File: src/hdl/rv_pkg.sv
package rv_pkg;

    // base opcodes of the supported subset
    typedef enum logic [6:0] {
        OP     = 7'b0110011,
        OP_IMM = 7'b0010011,
        LOAD   = 7'b0000011,
        STORE  = 7'b0100011,
        BRANCH = 7'b1100011,
        JAL    = 7'b1101111
    } opcode_e;

    typedef enum logic [3:0] {
        ALU_ADD,
        ALU_SUB,
        ALU_AND,
        ALU_OR,
        ALU_XOR,
        ALU_SLT,
        ALU_MUL
    } alu_op_e;

    // operand source in execute
    typedef enum logic [1:0] {
        FWD_NONE,
        FWD_MEM,
        FWD_WB
    } fwd_sel_e;

    typedef struct packed {
        logic        valid;
        logic [31:0] pc;
        logic [31:0] inst;
    } if_id_t;

    typedef struct packed {
        logic        valid;
        logic [31:0] pc;
        logic [4:0]  rs1;
        logic [4:0]  rs2;
        logic [4:0]  rd;
        logic [31:0] rs1_data;
        logic [31:0] rs2_data;
        logic [31:0] imm;
        alu_op_e     alu_op;
        logic        alu_src_imm;
        logic        branch;
        logic        bne;
        logic        jal;
        logic        mem_ren;
        logic        mem_wen;
        logic        reg_wen;
    } id_ex_t;

    // result is the alu value, or pc+4 for jal
    typedef struct packed {
        logic        valid;
        logic [31:0] result;
        logic [31:0] store_data;
        logic [4:0]  rd;
        logic        mem_ren;
        logic        mem_wen;
        logic        reg_wen;
    } ex_mem_t;

    typedef struct packed {
        logic        valid;
        logic [31:0] result;
        logic [4:0]  rd;
        logic        reg_wen;
    } mem_wb_t;

endpackage
File: src/hdl/rv_hazard.sv
`timescale 1ns/1ns

module rv_hazard import rv_pkg::*; (
    input  logic [4:0] id_rs1_i,
    input  logic [4:0] id_rs2_i,
    input  id_ex_t     id_ex_i,
    input  ex_mem_t    ex_mem_i,
    input  mem_wb_t    mem_wb_i,
    input  logic       DCACHE_stall_i,
    input  logic       redirect_i,
    output fwd_sel_e   fwd_a_o,
    output fwd_sel_e   fwd_b_o,
    output logic       freeze_all_o,
    output logic       hold_front_o,
    output logic       bubble_ex_o,
    output logic       flush_front_o
);

    logic freeze;
    logic load_use;

    // memory stage wins over writeback, x0 never forwards
    function automatic fwd_sel_e pick_fwd(input logic [4:0] rs);
        if (rs == 5'd0) begin
            return FWD_NONE;
        end
        // a load's memory-stage result is its address, never its data
        if (ex_mem_i.valid && ex_mem_i.reg_wen && !ex_mem_i.mem_ren && ex_mem_i.rd == rs) begin
            return FWD_MEM;
        end
        // reg_wen is qualified in mem, and survives a freeze while valid drops
        if (mem_wb_i.reg_wen && mem_wb_i.rd == rs) begin
            return FWD_WB;
        end
        return FWD_NONE;
    endfunction

    assign fwd_a_o = pick_fwd(id_ex_i.rs1);
    assign fwd_b_o = pick_fwd(id_ex_i.rs2);

    assign freeze = DCACHE_stall_i && ex_mem_i.valid && (ex_mem_i.mem_ren || ex_mem_i.mem_wen);

    // load in EX feeding the instruction in ID
    assign load_use = id_ex_i.valid && id_ex_i.mem_ren && (id_ex_i.rd != 5'd0) &&
                      ((id_ex_i.rd == id_rs1_i) || (id_ex_i.rd == id_rs2_i));

    assign freeze_all_o  = freeze;
    assign hold_front_o  = freeze || load_use;
    assign bubble_ex_o   = load_use && !freeze;
    // a frozen branch redirects once the freeze lifts
    assign flush_front_o = redirect_i && !freeze;

endmodule

File: config.mk
export PLATFORM = sky130hd
export DESIGN_NAME = rv_hazard
export DESIGN_NICKNAME = d
export VERILOG_FILES = /design/src/hdl/rv_pkg.sv /design/src/hdl/rv_hazard.sv
export SDC_FILE = /design/constraint.sdc
export NUM_CORES = 1
export LEC_CHECK = 0
export ABC_AREA = 1
export BUFFER_PORTS_ARGS = -buffer_cell sky130_fd_sc_hd__buf_2
export CORE_AREA = 2 2 110 112
export DETAILED_ROUTE_END_ITERATION = 8
export DIE_AREA = 0 0 112 114
export PLACE_DENSITY_LB_ADDON = 0.25
export SLEW_MARGIN = 10
export SYNTH_ARGS = -nofsm -noshare
export SYNTH_HDL_FRONTEND = slang
export SYNTH_SLANG_ARGS = --single-unit
File: constraint.sdc
create_clock -name vclk -period 0.85
set_clock_uncertainty 0.05 [all_clocks]
set_input_delay 0.0425 -clock vclk [all_inputs]
set_output_delay 0.0425 -clock vclk [all_outputs]
set_load 0.01 [all_outputs]
=== Yosys cells after proc, flatten, opt, wreduce, memory -nomap -nowiden ===
Index checks and enable logic that the tools add are counted.

* Register bits: 0
* Input bits: 279
* Output and inout bits: 8
* Word-level logic and storage cells: 51

* Equality and inequality tests: 6
* Multiplexer cells: 24
* Reductions and logical operators: 21

{| class="wikitable"
|+ Operator list
! cell !! count
|-
| equality test 5 bit || 6
|-
| 2-to-1 mux 2 bit || 12
|-
| logical AND 1 bit || 13
|-
| 2-to-1 mux 1 bit || 12
|-
| zero test 5 bit || 2
|-
| nonzero test 5 bit || 1
|-
| logical OR 1 bit || 3
|-
| zero test 1 bit || 2
|}

=== Depth between registers and ports, before layout ===
Gate-level depths: netlist of run 1.

* Depth after elaboration: 10
* Gate-level depth with buffers: 8
* Depth with buffers taken out: 8

=== Worst setup path after synthesis of run 1 ===
OpenSTA, ideal clock, no wires.

* Kind: input port to output port
* Start point: in ex_mem_i[2] (netlist bit)
* End point: out fwd_b_o[0]
* Arrival: 0.623 ns
* Data required time: 0.757 ns
* Slack: 0.135 ns
* Stages: 4
* Path buffers: 0
* Cell sequence: nand3b_1 -> nor2_1 -> nand2_1 -> nor3_1

* Longest elaborated chain between the ends: 8
* Elaborated cells on any way between the ends: 10
* Those cells by class: 7 x mux; 3 x reduce/logical

{| class="wikitable"
|+ Ends and longest elaborated chain
! item !! RTL line !! text
|-
| start: declaration || rv_hazard.sv:7 || <nowiki>input ex_mem_t ex_mem_i,</nowiki>
|-
| zero test 1 bit * || rv_hazard.sv:28 || <nowiki>if (ex_mem_i.valid && ex_mem_i.reg_wen && !ex_mem_i.mem_ren && ex_mem_i.rd == rs) begin</nowiki>
|-
| logical AND 1 bit * (2 in a row) || rv_hazard.sv:28 ||
|-
| 2-to-1 mux 2 bit || rv_hazard.sv:28 ||
|-
| 2-to-1 mux 2 bit || rv_hazard.sv:32 || <nowiki>if (mem_wb_i.reg_wen && mem_wb_i.rd == rs) begin</nowiki>
|-
| 2-to-1 mux 2 bit || rv_hazard.sv:35 || <nowiki>return FWD_NONE;</nowiki>
|-
| 2-to-1 mux 2 bit * || rv_hazard.sv:32 ||
|-
| 2-to-1 mux 2 bit * || rv_hazard.sv:28 ||
|-
| end: declaration || rv_hazard.sv:12 || <nowiki>output fwd_sel_e fwd_b_o,</nowiki>
|}

Every way passes the cells marked *; elsewhere a longest branch is shown, timed or not. The select of a mux whose other input is x is not followed.

=== Final worst setup path of run 1 ===
* Start point: in ex_mem_i[2] (netlist bit)
* End point: out fwd_b_o[1]

The elaborated chain is that of the path after synthesis.

==> metrics.log, run 1 <==
[metrics] most frequent cell after synthesis: sky130_fd_sc_hd__nand2_1
[metrics] Die Outline Area: 12,800 um2
[metrics] worst slew margin relative to its limit: roughly 81%
[metrics] total number of yosys warnings: 0
[metrics] area occupied by registers: 0 um2
[metrics] diode insertion count for antenna repair: 0
[metrics] power density over the cells: roughly 380 nW/um2
[metrics] aggregate global routing overflow: 0
[metrics] max incr delay on CP: around 0.21 ns
[metrics] global-route wire length before repair: roughly 4500 um
[metrics] most numerous cell on the critical path: sky130_fd_sc_hd__nor2_1
[metrics] syn nets: between 400 and 500
[metrics] Hold Path Class: in2out
[metrics] count of hold buffers inserted by post-cts repair: 0
[metrics] vias in the first global route: between 900 and 1,000
[metrics] Initial Util: between 4 and 5%
[metrics] nature of the critical path endpoint: output pin
[metrics] switching power total: 0.000229 W
[metrics] proportion of layout cells with a drive suffix above 1: 46.0%
[metrics] Core Util, Final: a little over a tenth
[metrics] class of the most critical setup path: in2out
[metrics] overall die width: between 100 and 150 um
[metrics] WL per Instance: between 8 and 9 um
[metrics] Synth Instances: about 130
[metrics] DRC violation count after routing: 0
[metrics] Iter 0 DRT Violations: 20
[metrics] Final ANT Viol Nets: 0
[metrics] largest net degree at the start of global routing: 6
[metrics] worst hold margin: between 0.3 and 0.4 ns
[metrics] number of ports placed on the die boundary: 287
[metrics] failing checks: negative setup slack
[metrics] library cell occupying the most area in the post-synthesis netlist: sky130_fd_sc_hd__nand2_1
[metrics] die boundary height: 114 um
[metrics] post-layout net count: ~470
[metrics] Maximum Capacitance Violations: 0
[metrics] sequential share of power: 0%
[metrics] Max Slew Vio Count: 0
[metrics] count of TritonRoute iterations in the first routing pass: 4
[metrics] run status: complete, but fails checks
[metrics] drt via density: approximately 2.8
[metrics] worst-path maximum fanout: 2
[metrics] Max Fclk: just over 1 GHz
[metrics] layout clock buffer count: 0
[metrics] slowest library cell on the worst path: sky130_fd_sc_hd__nand3b_1
[metrics] cell area after synthesis: ~580 um2
[metrics] switching share of total power: 48.5%
[metrics] number of flip-flops and latches: 0
[metrics] setup repair after global routing missed its margin: yes
[metrics] placed wire-length estimate: between 2000 and 3000 um
[metrics] CP required: approximately 0.76 ns
[metrics] Final Cell Area: around 1200 um2
[metrics] part of the total power dissipated in the clock network: 0%
[metrics] initial antenna violation count: 2
[metrics] core region area: 11,700 um2
[metrics] combinational fraction of design power: 100.0%
[metrics] ranking of synthesized cells by area: sky130_fd_sc_hd__nand2_1 (28%), sky130_fd_sc_hd__nor2_1 (17%), sky130_fd_sc_hd__inv_1 (15%), sky130_fd_sc_hd__xnor2_1 (7.5%), sky130_fd_sc_hd__xor2_1 (7.5%)
[metrics] number of buffers added for setup after CTS: 0
[metrics] final hold violation count: 0
[metrics] leakage: roughly 0.65 nW
[metrics] Final Worst Setup Slack: -0.135 ns
[metrics] filler cell count: roughly 1,400
[metrics] CP cell instances: buf_6, nand3b_1, nor2_1, nand2_1, nor2_1, nor2_2, buf_2
[metrics] Period minus WS final: 0.985 ns
[metrics] area of the multi-input gates: about 550 um2
[metrics] area overhead of the layout relative to synthesis: 112%
[metrics] weighted congestion at the end of routability-driven global placement: a little under 0.8
[metrics] number of distinct library cells after synthesis: 19
[metrics] top cell type's share of synthesized area: between 20% and 30%
[metrics] DP Area: around 1100 um2
[metrics] Avg Synthesized Cell Area: between 4 and 5 um2
[metrics] CP startpoint kind: input pin
[metrics] share of the yosys chip area belonging to registers: 0%
[metrics] worst supply voltage drop on vdd: around 0.00011 V
[metrics] placement row count: 40
[metrics] Final Routed Wirelength: between 2000 and 3000 um
[metrics] final setup violation count: 6
[metrics] fin crit share: 116%
[metrics] number of I/O port buffers: 52
[metrics] detailed-route via count: about 940
[metrics] GR Util All Layers: under 10%
[metrics] slew at the pin with the worst max-slew slack: approximately 0.29 ns
[metrics] cell types with the highest counts after synthesis: sky130_fd_sc_hd__nand2_1 (43), sky130_fd_sc_hd__nor2_1 (26), sky130_fd_sc_hd__inv_1 (24)
[metrics] arrival time at the worst endpoint: ~0.9 ns
[metrics] Cell Int Power: roughly 0.00024 W
## final cells by class
type / instances / area share, %
multi-input combinational: 102 / 44.3
inverter: 27 / 8.38
tap: 147 / 14.8
timing repair buffer: 58 / 32.5
## placed cells by master, fill, tap and decap left out, types with 2 or more instances in the layout
cell / Yosys / final
sky130_fd_sc_hd__buf_2: 0 / 39
sky130_fd_sc_hd__nand2_2: 1 / 8
sky130_fd_sc_hd__nand3_1: 6 / 6
sky130_fd_sc_hd__o21ai_0: 2 / 2
sky130_fd_sc_hd__nor2_4: 0 / 2
sky130_fd_sc_hd__buf_6: 0 / 10
sky130_fd_sc_hd__nand4_1: 3 / 3
sky130_fd_sc_hd__xnor2_1: 5 / 5
sky130_fd_sc_hd__xor2_1: 5 / 5
sky130_fd_sc_hd__nor3_2: 0 / 2
sky130_fd_sc_hd__nor2_1: 26 / 17
sky130_fd_sc_hd__nor2_2: 1 / 8
sky130_fd_sc_hd__inv_1: 24 / 21
sky130_fd_sc_hd__buf_8: 0 / 2
sky130_fd_sc_hd__buf_4: 0 / 6
sky130_fd_sc_hd__inv_2: 3 / 5
sky130_fd_sc_hd__nand2_1: 43 / 36
## cells by family after synthesis
family,Yosys count,share of synthesized area (%)
XOR/XNOR,10,15.0
buffers and inverters,27,17.3
AO/OA/AOI/OAI,5,5.57
AND/OR/NAND/NOR,87,62.1
## worst max-delay path, delay by kind of cell
family	cells	cell delay, ns
buffers and inverters	2	0.22
and+or+nand+nor	5	0.63
## through the flow
step | power (W) | TNS [ns] | setup WS [ns] | instances
finish | 0.000472 | -0.509 | -0.135 | 334
global route | 0.000529 | -1.21 | -0.282 | 334
CTS | 0.000437 | -0.802 | -0.179 | 334
detailed placement | 0.000401 | -1.04 | -0.275 | 334
global placement | 0.000398 | -1.03 | -0.280 | 334
floorplan | 0.000183 | 0 | 0.135 | 129
## layer usage
layer | GRT usage (%) | part of all wire, % | routed length, um | vias up
met5 | 0 | 0 | 0 | -
met4 | 0 | 0 | 0 | 0
met3 | 0.638 | 5.0 | 142 | 0
met2 | 7.68 | 51 | 1440 | 21
met1 | 5.64 | 44 | 1250 | 414
li1 | - | - | - | 507
## worst paths after layout
path | to | slack (ns) | start | cells past startpoint
hold / removal | flush_front_o | 0.39 | redirect_i | 4
setup / recovery | fwd_b_o[1] | -0.14 | ex_mem_i[2] | 7
## power by group through the flow
stage	combinational, W	clock [W]	sequential [W]
floorplan	0.000183	0	0
global placement	0.000398	0	0
detailed placement	0.000401	0	0
CTS	0.000437	0	0
global route	0.000529	0	0
finish	0.000472	0	0
## repair_timing
action	CTS	global route
pin swaps	22	19
resized for setup	21	26
setup endpoints to repair	6	6
No activity file was read; power rests on OpenSTA's default activity.
==> run 2, diff against run 1 <==
--- a/config.mk
+++ b/config.mk
@@ -7,9 +7,11 @@
 export LEC_CHECK = 0
 export ABC_AREA = 1
 export BUFFER_PORTS_ARGS = -buffer_cell sky130_fd_sc_hd__buf_2
-export CORE_AREA = 2 2 110 112
+export CELL_PAD_IN_SITES_DETAIL_PLACEMENT = 1
+export CELL_PAD_IN_SITES_GLOBAL_PLACEMENT = 1
+export CORE_AREA = 2 2 112 114
 export DETAILED_ROUTE_END_ITERATION = 8
-export DIE_AREA = 0 0 112 114
+export DIE_AREA = 0 0 114 116
 export PLACE_DENSITY_LB_ADDON = 0.25
 export SLEW_MARGIN = 10
 export SYNTH_ARGS = -nofsm -noshare
==> run 2 against run 1 <==
The flow still finishes with violations (negative setup slack). Non-clock buffer count is 5 higher. Via count is 3.4% higher. Combinational power is 15% higher. Fmax is 9.1% lower. Core utilization is 0.67 points higher.
==> metrics.log, run 2 (synthesized netlist as in run 1, its figures left out) <==
[metrics] aggregate global routing overflow: 0 (unchanged)
[metrics] worst slew margin relative to its limit: 79.1% (-1.7 points)
[metrics] number of flip-flops and latches: 0 (unchanged)
[metrics] final cell count without fillers: 339 (+1.5%)
[metrics] power density over the cells: 406 nW/um2 (+6.6%)
[metrics] Period minus WS final: 1.08 ns (+0.0990 ns)
[metrics] class of the most critical setup path: in2out
[metrics] proportion of layout cells with a drive suffix above 1: 49.5% (+3.5 points)
[metrics] number of ports placed on the die boundary: 287 (unchanged)
[metrics] CP startpoint kind: input pin
[metrics] Final Cell Area: 1340 um2 (+8.2%)
[metrics] core region area: 11,900 um2 (+1.7%)
[metrics] post-layout net count: 473 (+1.1%)
[metrics] total instance count after detailed placement: 338 (+1.2%)
[metrics] capture point of the critical path: fwd_b_o[0]
[metrics] combinational fraction of design power: 100.0% (about the same)
[metrics] max incr delay on CP: 0.20 ns (about the same)
[metrics] switching share of total power: 49.8% (+1.2 points)
[metrics] die boundary height: 116 um (+1.8%)
[metrics] part of the total power dissipated in the clock network: 0% (unchanged)
[metrics] overall die width: 114 um (+1.8%)
[metrics] number of I/O port buffers: 52 (unchanged)
[metrics] CP cell instances: buf_6, nand3b_1, buf_4, nor2_4, nand2_2, nor3_4, buf_2
[metrics] slew at the pin with the worst max-slew slack: 0.311 ns (+0.0237 ns)
[metrics] worst supply voltage drop on vdd: 0.0000791 V (-31%)
[metrics] most frequent cells in the layout: sky130_fd_sc_hd__buf_2 (38), sky130_fd_sc_hd__nand2_1 (35), sky130_fd_sc_hd__inv_1 (22)
[metrics] Max Fclk: 0.922 GHz (-9.1%)
[metrics] global-route wire length before repair: 5170 um (+16%)
[metrics] worst-path maximum fanout: 2 (unchanged)
[metrics] Final Routed Wirelength: 3230 um (+14%)
[metrics] area overhead of the layout relative to synthesis: 130%
[metrics] sequential share of power: 0% (unchanged)
[metrics] placement row count: 40 (unchanged)
[metrics] final hold violation count: 0 (unchanged)
[metrics] Die Outline Area: 13,200 um2 (+3.6%)
[metrics] switching power total: 0.000271 W (+18%)
[metrics] Final Worst Setup Slack: -0.234 ns (-0.0990 ns)
[metrics] count of TritonRoute iterations in the first routing pass: 6 (+2)
[metrics] placed wire-length estimate: 3020 um (+14%)
[metrics] Hold Path Class: in2out
[metrics] layout clock buffer count: 0 (unchanged)
[metrics] Maximum Capacitance Violations: 0 (unchanged)
[metrics] most common cell after layout, fill and taps aside: sky130_fd_sc_hd__buf_2
[metrics] slowest library cell on the worst path: sky130_fd_sc_hd__nand3b_1
[metrics] initial antenna violation count: 0 (-2)
[metrics] setup repair after global routing missed its margin: yes
[metrics] count of hold buffers inserted by post-cts repair: 0 (unchanged)
[metrics] area occupied by registers: 0 um2 (unchanged)
[metrics] largest net degree at the start of global routing: 6 (unchanged)
[metrics] diode insertion count for antenna repair: 0 (unchanged)
[metrics] final setup violation count: 6 (unchanged)
[metrics] weighted congestion at the end of routability-driven global placement: 0.702 (-9.5%)
[metrics] WL per Instance: 9.54 um (+13%)
[metrics] DP Area: 1100 um2 (+2.8%)
[metrics] detailed-route via count: 974 (+3.4%)
[metrics] Cell Int Power: 0.000273 W (+13%)
[metrics] leakage: 0.691 nW (+6.0%)
[metrics] fin crit share: 128% (+12 points)
[metrics] setup slack after placement: -0.321 ns (-0.0458 ns)
[metrics] run status: complete, but fails checks
[metrics] Iter 0 DRT Violations: 17 (-15%)
[metrics] area of the multi-input gates: 611 um2 (+11%)
[metrics] DRC violation count after routing: 0 (unchanged)
[metrics] arrival time at the worst endpoint: 0.99 ns (+0.10 ns)
[metrics] vias in the first global route: 1,023 (+11%)
[metrics] Initial Util: 4.91% (-0.084 points)
[metrics] launch instance of the worst min-delay path: redirect_i
[metrics] drt via density: 2.87 (+1.9%)
[metrics] failing checks: negative setup slack
[metrics] Max Slew Vio Count: 0 (unchanged)
[metrics] overall power after layout: 0.000544 W (+15%)
[metrics] GR Util All Layers: 4.77% (+0.55 points)
[metrics] worst hold margin: 0.343 ns (-0.0504 ns)
[metrics] nature of the critical path endpoint: output pin
[metrics] filler cell count: 1,472 (+2.4%)
[metrics] Final ANT Viol Nets: 0 (unchanged)
[metrics] CP required: 0.76 ns (about the same)
[metrics] crit path launch: ex_mem_i[2]
==> run 2: changes by cell type in the layout (fill, tap and decap cells not counted), moves of 2 or more <==
cell / change
sky130_fd_sc_hd__buf_4: +5
sky130_fd_sc_hd__buf_6: +2
sky130_fd_sc_hd__nor2_4: +3
sky130_fd_sc_hd__nor2_2: -3
==> run 2: repair_timing <==
| item | 4_1_cts | 5_1_grt |
|---|---|---|
| resized for setup | 32 | 26 |
| hold endpoints to repair | 0 | 0 |
| pin swaps | 17 | 19 |
| buffers inserted | 0 | 2 |
| setup endpoints to repair | 8 | 7 |
==> run 2: power groups by stage <==
stage / Sequential [W] / Clock, W / Combinational (W)
finish: 0 / 0 / 0.000544
floorplan: 0 / 0 / 0.000183
global route: 0 / 0 / 0.000609
CTS: 0 / 0 / 0.000495
global placement: 0 / 0 / 0.000431
detailed placement: 0 / 0 / 0.000434
==> run 2: metrics by stage <==
stage	TNS [ns]	utilization, %
3_3_place_gp	-1.43	9.26
5_1_grt	-1.30	11.3
3_5_place_dp	-1.44	9.26
6_report	-0.863	11.3
4_1_cts	-0.934	10.3
2_1_floorplan	0	-
==> run 2: worst min path at each step <==
stage,endpoint,slack (ns),cells after the start
2_1_floorplan,flush_front_o,0.12,2
3_3_place_gp,flush_front_o,0.37,4
3_5_place_dp,flush_front_o,0.37,4
4_1_cts,flush_front_o,0.37,4
5_1_grt,flush_front_o,0.37,4
6_report,flush_front_o,0.34,4
==> run 2: per-layer routing <==
metal / track usage (%) / share of wire, % / vias to the layer above
li1: - / - / 515
met1: 6.82 / 47 / 436
met2: 8.17 / 49 / 23
met3: 0.471 / 4.2 / 0
met4: 0.163 / 0 / 0
met5: 0 / 0 / -
==> run 2: layout make-up <==
| cell class | instances | share of cell area [%] |
|---|---|---|
| Inverter | 27 | 7.74 |
| Tap cell | 147 | 13.7 |
| Timing Repair Buffer | 63 | 33.0 |
| Multi-Input combinational cell | 102 | 45.5 |
==> run 2: worst max-delay path: cells and delay by family <==
family / cells / cell delay, ns
buf+inv: 3 / 0.42
simple gates: 4 / 0.52
