`src/hdl/rv_pkg.sv`:
```
package rv_pkg;

    // base opcodes of the supported subset
    typedef enum logic [6:0] {
        OP     = 7'b0110011,
        OP_IMM = 7'b0010011,
        LOAD   = 7'b0000011,
        STORE  = 7'b0100011,
        BRANCH = 7'b1100011,
        JAL    = 7'b1101111
    } opcode_e;

    typedef enum logic [3:0] {
        ALU_ADD,
        ALU_SUB,
        ALU_AND,
        ALU_OR,
        ALU_XOR,
        ALU_SLT,
        ALU_MUL
    } alu_op_e;

    // operand source in execute
    typedef enum logic [1:0] {
        FWD_NONE,
        FWD_MEM,
        FWD_WB
    } fwd_sel_e;

    typedef struct packed {
        logic        valid;
        logic [31:0] pc;
        logic [31:0] inst;
    } if_id_t;

    typedef struct packed {
        logic        valid;
        logic [31:0] pc;
        logic [4:0]  rs1;
        logic [4:0]  rs2;
        logic [4:0]  rd;
        logic [31:0] rs1_data;
        logic [31:0] rs2_data;
        logic [31:0] imm;
        alu_op_e     alu_op;
        logic        alu_src_imm;
        logic        branch;
        logic        bne;
        logic        jal;
        logic        mem_ren;
        logic        mem_wen;
        logic        reg_wen;
    } id_ex_t;

    // result is the alu value, or pc+4 for jal
    typedef struct packed {
        logic        valid;
        logic [31:0] result;
        logic [31:0] store_data;
        logic [4:0]  rd;
        logic        mem_ren;
        logic        mem_wen;
        logic        reg_wen;
    } ex_mem_t;

    typedef struct packed {
        logic        valid;
        logic [31:0] result;
        logic [4:0]  rd;
        logic        reg_wen;
    } mem_wb_t;

endpackage
```
`src/hdl/rv_mem.sv`:
```
`timescale 1ns/1ns

module rv_mem import rv_pkg::*; (
    input  logic        clk,
    input  logic        rst_n,
    input  ex_mem_t     ex_mem_i,
    input  logic        DCACHE_stall_i,
    input  logic [31:0] DCACHE_rdata_i,
    output logic        DCACHE_ren_o,
    output logic        DCACHE_wen_o,
    output logic [29:0] DCACHE_addr_o,
    output logic [31:0] DCACHE_wdata_o,
    output mem_wb_t     mem_wb_o
);

    logic        stalled;
    logic [31:0] wb_value;
    mem_wb_t     mem_wb_q;

    assign DCACHE_ren_o   = ex_mem_i.valid && ex_mem_i.mem_ren;
    assign DCACHE_wen_o   = ex_mem_i.valid && ex_mem_i.mem_wen;
    assign DCACHE_addr_o  = ex_mem_i.result[31:2];
    assign DCACHE_wdata_o = ex_mem_i.store_data;

    // a stall only counts against an access in flight
    assign stalled  = DCACHE_stall_i && (DCACHE_ren_o || DCACHE_wen_o);
    assign wb_value = ex_mem_i.mem_ren ? DCACHE_rdata_i : ex_mem_i.result;

    always_ff @(posedge clk) begin
        if (!rst_n) begin
            mem_wb_q <= '0;
        end else if (stalled) begin
            // rd, result and reg_wen stay put so the entry can still forward
            mem_wb_q.valid <= 1'b0;
        end else begin
            mem_wb_q.valid   <= ex_mem_i.valid;
            mem_wb_q.reg_wen <= ex_mem_i.valid && ex_mem_i.reg_wen;
            mem_wb_q.rd      <= ex_mem_i.rd;
            mem_wb_q.result  <= wb_value;
        end
    end

    assign mem_wb_o = mem_wb_q;

endmodule

```
`config.mk`:
```
export PLATFORM = sky130hd
export DESIGN_NAME = rv_mem
export DESIGN_NICKNAME = d
export VERILOG_FILES = /design/src/hdl/rv_pkg.sv /design/src/hdl/rv_mem.sv
export SDC_FILE = /design/constraint.sdc
export NUM_CORES = 1
export LEC_CHECK = 0
export BUFFER_PORTS_ARGS = -buffer_cell sky130_fd_sc_hd__buf_4
export CORE_AREA = 2 2 81 83
export DETAILED_ROUTE_END_ITERATION = 6
export DIE_AREA = 0 0 83 85
export PLACE_DENSITY = 0.8
export SYNTH_ARGS = -nofsm -noshare
export SYNTH_HDL_FRONTEND = slang
export SYNTH_SLANG_ARGS = --single-unit
```
`constraint.sdc`:
```
create_clock -name clk -period 2.9 [get_ports clk]
set_input_delay 0.58 -clock clk [delete_from_list [all_inputs] [get_ports clk]]
set_output_delay 0.58 -clock clk [all_outputs]
set_load 0.005 [all_outputs]
```
# After elaboration in Yosys (flattened, before gate mapping)
# Index checks and enable logic that the tools add are counted.
dict set report word_totals {
  output_inout_bits 103
  latch_bits 0
  ramBits 0
  memories 0
  rom_bits 0
  reg_bits 39
  wordCells 12
}
dict set report classes {
  div_mod_pow 0
  add_sub_neg 0
  n_lt_le_gt_ge 0
  reduce_logical 6
  shifts 0
  n_eq_ne 0
  mul 0
  n_bitwise 1
  muxes 1
}
# operator count
set op_table {}
lappend op_table {{two-way mux 32 bit} 1}
lappend op_table {{logical AND 1 bit} 4}
lappend op_table {{OR reduction 2 bit} 1}
lappend op_table {{logical OR 1 bit} 1}
lappend op_table {{inverter 1 bit} 1}

# Logic depth before layout (Yosys ltp)
# Gate-level depths: netlist of the first run.
dict set report depth {
  word_depth 4
  ltp_mapped 6
  depth_no_buf 3
}

# Worst setup path before layout of the first run
# Ideal clock, no wire load.
dict set report synth_path {
  kind {input to output}
  startpoint {input ex_mem_i[2] (netlist name)}
  endpoint {output DCACHE_ren_o}
  path_slack_ns 1.229
  path_buffers 2
  arrival_time_ns 1.091
  path_stages 3
  path_cell_list {buf_6 > buf_2 > and2_1}
}
dict set report synth_via {
  elab_chain_len 1
}
# element line
set synth_lines {}
lappend synth_lines {{start, declared} rv_mem.sv:6} ;# input ex_mem_t ex_mem_i,
lappend synth_lines {{logical AND 1 bit} rv_mem.sv:20} ;# assign DCACHE_ren_o = ex_mem_i.valid && ex_mem_i.mem_ren;
lappend synth_lines {{end, declared} rv_mem.sv:9} ;# output logic DCACHE_ren_o,
# Every way passes these cells.

# Worst setup path after layout of the first run
dict set report layout_path {
  startpoint {input ex_mem_i[2] (netlist name)}
  endpoint {register mem_wb_q (netlist bit mem_wb_o[4])}
}
dict set report layout_via {
  elab_chain_len 3
}
# element line
set layout_lines {}
lappend layout_lines {{logical AND 1 bit} rv_mem.sv:20}
lappend layout_lines {{logical OR 1 bit} rv_mem.sv:26} ;# assign stalled = DCACHE_stall_i && (DCACHE_ren_o || DCACHE_wen_o);
lappend layout_lines {{logical AND 1 bit} rv_mem.sv:26}
lappend layout_lines {{end, declared} rv_mem.sv:18} ;# mem_wb_t mem_wb_q;
# Every way passes these cells.
# A chain may end at the register's enable or synchronous reset.

==> results.md, run 1 <==
* Clock transition at the registers of the reported paths at 0.07 ns
* Initial DRC Count at 62
* Pins Over Slew Limit at 0
* Synth Warn # at 0
* Clock Skews at 0 ns
* Seq/Total Area, Yosys at 0.346
* Worst setup path startpoint: ex_mem_i[2]
* Via count at 1,814
* Peak VDD IR at 283 uV
* Largest family of logic cells by synthesized area: buffers and inverters
* Adder-cell share of the synthesized area at 0
* Leakage Power at 1.78 nW
* R2r endpoint: mem_wb_o[0]
* TritonCTS Sinks at 39
* ANT cells at 0
* Post-CTS Setup Bufs at 0
* # hold bufs at CTS at 0
* First drt pass iteration count at 4
* Placed Cells at 378
* Total Power Consumption at 1.25 mW
* Drt total wl at 5.33 mm
* Design area at 2980 um2
* Fraction of layout instances using a drive strength above 1 at 0.502
* Initial antenna violation count at 0
* Final Util at 0.480
* Post-Synth Simple-Gate Area at 0.0800
* Die height at 85 um
* Commonest cells after routing, fill and taps aside: 147 x buf_4, 39 x dfxtp_1, 37 x mux2i_1
* Non-filler instance count after layout at 384
* Grt ovf at 0
* Run status: complete, no violations
* Crit end category: flop
* Layout Nets at 416
* Syn nets at 339
* # port buffers at 146
* Largest net degree at the start of global routing at 40
* RSZ-0062 raised after global routing: false
* CTS Root Cell: clkbuf_8
* Critical R2R Launch: mem_wb_o[0]
* Worst setup margin at 1.00 ns
* Layout area overhead at 32.1%
* H-tree depth at 2
* Initial Util at 0.363
* Global Route Usage Sum at 0.146
* Distinct cells, synth at 15
* Max-cap violations at 0
* # IOs at 211
* Final Cycle Share at 0.655
* CP Max Fanout at 39
* # DRC at 0
* Rows at 29
* Startpoint class of the critical path: primary input
* DPL Wire Length at 4.15 mm
* Complex-gate fraction of the synthesized area at 0.151
* PD cells at 419 nW/um2
* Setup TNS at 0 ns
* Setup crit end: mem_wb_o[4]
* Most common cell after layout, fill and taps aside: buf_4
* Die ar. at 7060 um2
* Routed len/inst at 13.9 um
* Synthesized cell area at 2250 um2
* Crit path DAT at 2.07 ns
* Data required, critical path at 3.07 ns
* Clk buf depth at 2
* First-pass GRT wire length at 8.40 mm
* Post-Syn Instances at 231
* Dpl ws at 0.702 ns
* Slew headroom at 0.434
* Number of global-route vias before repair at 1,813
* Hold crit path type: flop to flop
* TritonCTS Buffers at 5
* Final setup violation count at 0
* Kind of critical path: primary input to flop
* Clk Latency, worst-skew pair at 0.28 ns
* Core footprint at 6200 um2
* CTS tree: yes
* Vias/cell at 4.72
* Yosys reg bits at 39
* Post-DRT Antenna Nets at 0
* Syn avg cell area at 9.76 um2
* Post-CTS Resized at 0
* R2r worst-path depth at 3
* Max reg flops at 39
* Die X at 83 um
* DP Area at 2900 um2
* FMAX at 0.526 GHz
* Endpoints failing hold at 0
* Crit path time final at 1.90 ns
* Post-Synth XOR/XNOR Area at 0
* Worst slew pin tran at 0.845 ns
* GPL Wtd Cong at 0.667
* Mux cell area share after synthesis at 0.164
* Min Hold Slack at 0.499 ns
* Reg-to-reg slack, setup at 2.20 ns
## cells in the mapped netlist
cell / count / area (um2)
buf_4: 62 / 465
dfxtp_1: 39 / 781
mux2i_1: 37 / 370
nand2_1: 32 / 120
o211a_1: 32 / 320
buf_2: 6 / 30.0
buf_6: 6 / 67.6
nor2b_1: 5 / 31.3
clkbuf_1: 4 / 15.0
and2_1: 2 / 12.5
and3_1: 2 / 12.5
inv_1: 1 / 3.75
nor2_1: 1 / 3.75
o211ai_2: 1 / 12.5
o21a_1: 1 / 7.51
## area by class of cell
cell class                      count  area [um2]
Timing Repair Buffer              148        1120
Inverter                            1        3.75
Multi-Input combinational cell    113         900
Fill cell                         606        3230
Tap cell                           77        96.3
Sequential cell                    39         781
Clock buffer                        6        72.6
## cells by family (layout without fill, tap and decap cells)
group | after synthesis | count (layout)
AO/OA/AOI/OAI | 34 | 34
buffers and inverters | 79 | 155
flip-flops | 39 | 39
multiplexers | 37 | 37
AND/OR/NAND/NOR | 42 | 42
## per-layer routing
layer,wire length [um],global-route usage
met3,562,0.0516
met5,0,0
met1,2030,0.167
met2,2610,0.238
met4,128,0.0775
## where the power goes
group          leakage [nW]  internal (mW)  total [mW]  switching [mW]
Combinational          1.41          0.202       0.322           0.120
Clock                0.0371          0.160       0.323           0.163
Sequential            0.325          0.579       0.602          0.0230
Total                  1.78          0.941        1.25           0.307
## worst min path at each step
stage,startpoint,end,slack [ns],cells after the start
after CTS,mem_wb_o[20],mem_wb_o[20],0.50,1
after floorplan,mem_wb_o[10],mem_wb_o[10],0.49,1
after global routing,mem_wb_o[31],mem_wb_o[31],0.51,1
final,mem_wb_o[20],mem_wb_o[20],0.50,1
after detailed placement,mem_wb_o[20],mem_wb_o[20],0.49,1
after global placement,mem_wb_o[21],mem_wb_o[21],0.48,1
## worst max-delay path: stages
cell and delay (ns):
buf_4 0.19, o211ai_4 0.72, buf_12 0.28, mux2i_1 0.21
nor2b_1 0.06
No activity file was read; power rests on OpenSTA's default activity.
==> run 2, diff against run 1 <==
- ABC_AREA: default -> 1
- CORE_AREA: 2 2 81 83 -> default
- CORE_MARGIN: default -> 2
- CORE_UTILIZATION: default -> 40
- DIE_AREA: 0 0 83 85 -> default
- clock period: 2.9 -> 1.9 ns (I/O delays scaled with it)
==> run 2 against run 1 <==
Compared with the run above:
- synthesized cell count rose by 84%
- largest cell class is now multi-input gates
- sequential cell count unchanged
- global-route usage grew 1.9 points
- largest power group unchanged
- clock power increased by 89%
- core utilization rose by 3.3 points
==> results.md, run 2 <==
* Run status: complete, no violations
* Post-CTS Setup Bufs at 0 (unchanged)
* Max reg flops at 39 (unchanged)
* Die ar. at 7610 um2 (+7.8%)
* Drt total wl at 6.51 mm (+22%)
* Post-CTS Resized at 0 (unchanged)
* Cell taking the most area after synthesis: dfxtp_1
* Most common cell in the netlist: nand2_1
* H-tree depth at 2 (unchanged)
* Clk Latency, worst-skew pair at 0.28 ns (about the same)
* Worst slew pin tran at 0.406 ns (-0.439 ns)
* R2r worst-path depth at 4 (+1)
* RSZ-0062 raised after global routing: false
* Distinct cells, synth at 13 (-2)
* Final Cycle Share at 0.649
* Core footprint at 6760 um2 (+8.9%)
* Initial antenna violation count at 0 (unchanged)
* First-pass GRT wire length at 10.1 mm (+21%)
* # hold bufs at CTS at 0 (unchanged)
* Initial DRC Count at 50 (-19%)
* Crit-path most repeated cell: buf_4
* Die height at 87.2 um (+2.6%)
* Syn avg cell area at 6.52 um2 (-33%)
* Multi-input gate area at 1170 um2 (+30%)
* Commonest cells after routing, fill and taps aside: 149 x buf_4, 136 x nand2_1, 42 x inv_1
* DPL Wire Length at 4.82 mm (+16%)
* TritonCTS Sinks at 39 (unchanged)
* Global Route Usage Sum at 0.164 (+0.0189)
* Startpoint class of the critical path: primary input
* Ys flop type: dfxtp_1
* Layout Nets at 601 (+44%)
* PD cells at 627 nW/um2 (+50%)
* Crit end category: output pin
* Sequential Area at 781 um2 (unchanged)
* Pins Over Slew Limit at 0 (unchanged)
* Layout area overhead at 25.0%
* # port buffers at 146 (unchanged)
* FMAX at 0.812 GHz
* Post-DRT Antenna Nets at 0 (unchanged)
* TritonCTS Buffers at 5 (unchanged)
* Clock Skews at 0 ns (unchanged)
* CTS tree: yes
* Clk buf depth at 2 (unchanged)
* Final setup violation count at 0 (unchanged)
* Kind of critical path: primary input to output pin
* Die X at 87.2 um (+5.1%)
* Top cells by area, synth: dfxtp_1 28%, buf_4 19%, nand2_1 18%, a21oi_2 9.2%, nand3_1 6.9%
* Syn nets at 533 (+57%)
* Ys async rst share at 0 (unchanged)
* Initial Util at 0.410 (+0.0468)
* CP Max Fanout at 19 (-51%)
* Slew headroom at 0.729 (+0.295)
* ANT cells at 0 (unchanged)
* Via count at 2,634 (+45%)
* Post-Syn Instances at 425 (+84%)
* Post-synth top area share at 0.282 (-0.0646)
* Seq/Total Area, Yosys at 0.282 (-0.0646)
* Vias/cell at 4.59 (-2.9%)
* EDFF count, synth at 0 (unchanged)
* First drt pass iteration count at 4 (unchanged)
* Fraction of layout instances using a drive strength above 1 at 0.385 (-0.117)
* Number of global-route vias before repair at 2,428 (+34%)
* # IOs at 211 (unchanged)
* Grt ovf at 0 (unchanged)
* Endpoints failing hold at 0 (unchanged)
* Leakage Power at 1.88 nW (+5.7%)
* Fillers at 677 (+12%)
* Crit path time final at 1.23 ns
* Clock transition at the registers of the reported paths at 0.08 ns (about the same)
* Rows at 30 (+3.4%)
* Max-cap violations at 0 (unchanged)
* Synth Warn # at 0 (unchanged)
* Setup TNS at 0 ns (unchanged)
* Most common cell after layout, fill and taps aside: buf_4
* # DRC at 0 (unchanged)
* Hold crit path type: primary input to flop
* Crit path DAT at 0.85 ns (-1.22 ns)
* Largest net degree at the start of global routing at 78 (+95%)
* Worst setup margin at 0.668 ns (-0.332 ns)
* Synthesized cell area at 2770 um2 (+23%)
* Hold Crit Depth at 3 (+2)
* Commonest cells in the netlist: 136 x nand2_1, 69 x buf_4, 42 x inv_1
* Yosys reg bits at 39 (unchanged)
* Routed len/inst at 11.3 um (-18%)
* GPL Wtd Cong at 0.711 (+6.6%)
* Dpl ws at 0.390 ns (-0.312 ns)
* Max stage delay on crit path at 0.21 ns (-0.51 ns)
* Slowest library cell on the worst path: buf_4
* Data required, critical path at 1.52 ns (-1.55 ns)
* Peak VDD IR at 330 uV (+16%)
* Critical-path cell list: buf_4 -> nand2_2 -> inv_1 -> buf_4
* CTS Root Cell: clkbuf_8
-- run 2: kinds of logic after synthesis --
group           share of synthesized area
buf+inv                             0.297
simple gates                        0.311
compound gates                      0.110
flops                               0.282
-- run 2: layout make-up --
class                   count  share of cell area
multi-input cells         254               0.337
repair buffers            151               0.335
flip-flops and latches     39               0.225
inverters                  42              0.0455
clock buffers               8              0.0289
well taps                  80              0.0289
-- run 2: worst paths after layout --
path / to / slack, ns / startpoint
min: mem_wb_o[3] / 0.31 / ex_mem_i[5]
max reg2reg: mem_wb_o[33] / 1.19 / mem_wb_o[33]
max: DCACHE_ren_o / 0.67 / ex_mem_i[2]
min reg2reg: mem_wb_o[3] / 0.54 / mem_wb_o[3]
-- run 2: worst max-delay path, delay by kind of cell --
family                 cells  cell delay [ns]
AND/OR/NAND/NOR            1             0.08
buffers and inverters      3             0.38
-- run 2: report_power, final --
part | internal [mW] | switching (mW)
clock | 0.332 | 0.279
sequential | 0.886 | 0.0354
combinational | 0.337 | 0.303
-- run 2: routing by layer --
layer | up-vias | global-route usage | share of wire
met2 | 101 | 0.322 | 0.53
li1 | 1360 | - | -
met3 | 14 | 0.0445 | 0.075
met4 | 0 | 0.0699 | 0.017
met1 | 1159 | 0.159 | 0.38
met5 | - | 0 | 0
-- run 2: per-stage QoR --
step	power, mW	util	hold WS, ns	area (um2)	cells
2_1_floorplan	1.38	-	0.496	2770	425
6_report	2.17	0.513	0.313	3460	574
3_3_place_gp	1.57	0.498	0.525	3360	566
3_5_place_dp	1.59	0.498	0.531	3360	566
5_1_grt	2.33	0.513	0.320	3460	574
4_1_cts	2.22	0.513	0.305	3460	574
==> run 3, diff against run 2 <==
- clock period: 1.9 -> 1.3 ns (I/O delays scaled with it)
==> run 3 against run 2 <==
Compared with the run above:
- routed wire length grew 2.3%
- cell area grew 1.4%
- sequential share of layout area shrank 0.31 points
- clock power grew 44%
- clock-buffer cell count is the same
- clock skew is the same
- via count grew 2.3%
- core utilization grew 0.70 points
- sequential cell count is the same
- sequential power grew 46%
- critical path type is now flop to output pin
- highest routed layer unchanged
==> results.md, run 3 (synthesis gave the netlist of run 2 again) <==
* Run status: complete, no violations
* Die X at 87.2 um (unchanged)
* Final setup violation count at 0 (unchanged)
* Layout Nets at 604 (+0.50%)
* Logic pwr share at 0.302 (+0.007)
* GPL Wtd Cong at 0.710 (-0.21%)
* Largest net degree at the start of global routing at 45 (-42%)
* Data required, critical path at 1.04 ns (-0.48 ns)
* Post-DRT Antenna Nets at 0 (unchanged)
* Commonest cells after routing, fill and taps aside: 150 x buf_4, 136 x nand2_1, 42 x inv_1
* CTS tree: yes
* Clock transition at the registers of the reported paths at 0.07 ns (about the same)
* Critical-path cell list: buf_4
* RSZ-0062 raised after global routing: false
* Final Cycle Share at 0.792
* Share of power burned in the clock network at 0.276 (-0.005)
* Number of global-route vias before repair at 2,423 (-0.21%)
* Internal Power at 2.29 mW (+47%)
* Total Power Consumption at 3.19 mW (+47%)
* Rows at 30 (unchanged)
* Worst slew pin tran at 0.423 ns (+0.0174 ns)
* PD cells at 909 nW/um2 (+45%)
* Slowest library cell on the worst path: dfxtp_1
* Multi-input gate area at 1170 um2 (unchanged)
* Peak VDD IR at 439 uV (+33%)
* Most common cell after layout, fill and taps aside: buf_4
* CP Max Fanout at 2 (-17)
* Fraction of layout instances using a drive strength above 1 at 0.388 (+0.00371)
* Worst Path Buf+Inv at 1 (-2)
* Sw Pwr at 0.902 mW (+46%)
* First drt pass iteration count at 4 (unchanged)
* # hold bufs at CTS at 0 (unchanged)
* Post-CTS Setup Bufs at 0 (unchanged)
* Vias/cell at 4.67 (+1.7%)
* Crit path max-delay family: flip-flops
* Layout area overhead at 26.7%
* Slew headroom at 0.718 (-0.0116)
* Reg power frac at 0.421 (-0.003)
* Setup TNS at 0 ns (unchanged)
* Max stage delay on crit path at 0.36 ns (+0.15 ns)
* FMAX at 0.971 GHz
* Switching portion of total power at 0.283 (-0.00174)
* Global Route Usage Sum at 0.169 (+0.00433)
* Initial DRC Count at 107 (+110%)
* CTS Root Cell: clkbuf_8
* Clk buf depth at 2 (unchanged)
* Drt total wl at 6.66 mm (+2.3%)
* H-tree depth at 2 (unchanged)
* Via count at 2,694 (+2.3%)
* Pins Over Slew Limit at 0 (unchanged)
* TritonCTS Sinks at 39 (unchanged)
* # port buffers at 146 (unchanged)
* Endpoints failing hold at 0 (unchanged)
* Grt ovf at 0 (unchanged)
* Startpoint class of the critical path: flop
* Sequential Area at 781 um2 (unchanged)
* Die height at 87.2 um (unchanged)
* Clk Latency, worst-skew pair at 0.28 ns (about the same)
* # DRC at 0 (unchanged)
* Initial Util at 0.410 (unchanged)
* First-pass GRT wire length at 10.4 mm (+2.1%)
* Crit end category: output pin
* Initial antenna violation count at 0 (unchanged)
* Die ar. at 7610 um2 (unchanged)
* Leakage Power at 1.90 nW (+1.2%)
* Placed Cells at 569 (+0.53%)
* # IOs at 211 (unchanged)
* Kind of critical path: flop to output pin
* Core footprint at 6760 um2 (unchanged)
* TritonCTS Buffers at 5 (unchanged)
* Non-filler instance count after layout at 577 (+0.52%)
* DPL Wire Length at 5.13 mm (+6.4%)
* Hold crit path type: primary input to flop
* Fillers at 696 (+2.8%)
* Post-CTS Resized at 0 (unchanged)
* Routed len/inst at 11.5 um (+1.8%)
* ANT cells at 0 (unchanged)
* Clock Skews at 0 ns (unchanged)
* Crit path time final at 1.03 ns
* Max-cap violations at 0 (unchanged)
* Min Hold Slack at 0.199 ns (-0.114 ns)
* Crit path DAT at 0.77 ns (-0.08 ns)
* Max reg flops at 39 (unchanged)
[run 3: changes by cell type in the layout (fill, tap and decap cells not counted)]
cell    change
buf_12      +2
buf_4       +1
[run 3: tightest hold or removal path: cells and delay by family]
family | cells | cell delay (ns)
buffers and inverters | 1 | 0.08
AND/OR/NAND/NOR | 1 | 0.08
AO/OA/AOI/OAI | 1 | 0.02
[run 3: cell type report]
class | instances | share of cell area
clock buffer | 8 | 0.0285
inverter | 42 | 0.0449
multi-input combinational | 254 | 0.332
sequential | 39 | 0.222
tap | 80 | 0.0285
timing repair buffer | 154 | 0.344
[run 3: final timing paths]
kind / from / end / depth (start not counted) / slack (ns)
max: mem_wb_o[33] / mem_wb_o[33] / 1 / 0.27
min: ex_mem_i[6] / mem_wb_o[4] / 3 / 0.20
max reg2reg: mem_wb_o[23] / mem_wb_o[23] / 4 / 0.61
min reg2reg: mem_wb_o[10] / mem_wb_o[10] / 4 / 0.54
[run 3: power groups by stage]
| stage | registers, mW | logic, mW | clock network (mW) |
|---|---|---|---|
| finish | 1.35 | 0.965 | 0.882 |
| global route | 1.36 | 1.07 | 0.978 |
| CTS | 1.35 | 0.977 | 0.925 |
| detailed placement | 1.37 | 0.974 | 0 |
| global placement | 1.37 | 0.944 | 0 |
| floorplan | 1.38 | 0.632 | 0 |
[run 3: metal layers]
| metal | up-vias | global-route usage | routed length (um) |
|---|---|---|---|
| met4 | 0 | 0.0531 | 109 |
| met3 | 14 | 0.0445 | 551 |
| met5 | - | 0 | 0 |
| met2 | 117 | 0.338 | 3660 |
| li1 | 1369 | - | - |
| met1 | 1194 | 0.165 | 2340 |
[run 3: stage by stage]
step	utilization	instance area [um2]	worst slack, ns
after global placement	0.505	3410	0.216
after CTS	0.520	3510	0.243
final	0.520	3510	0.271
after floorplan	-	2770	0.241
after detailed placement	0.505	3410	0.176
after global routing	0.520	3510	0.237
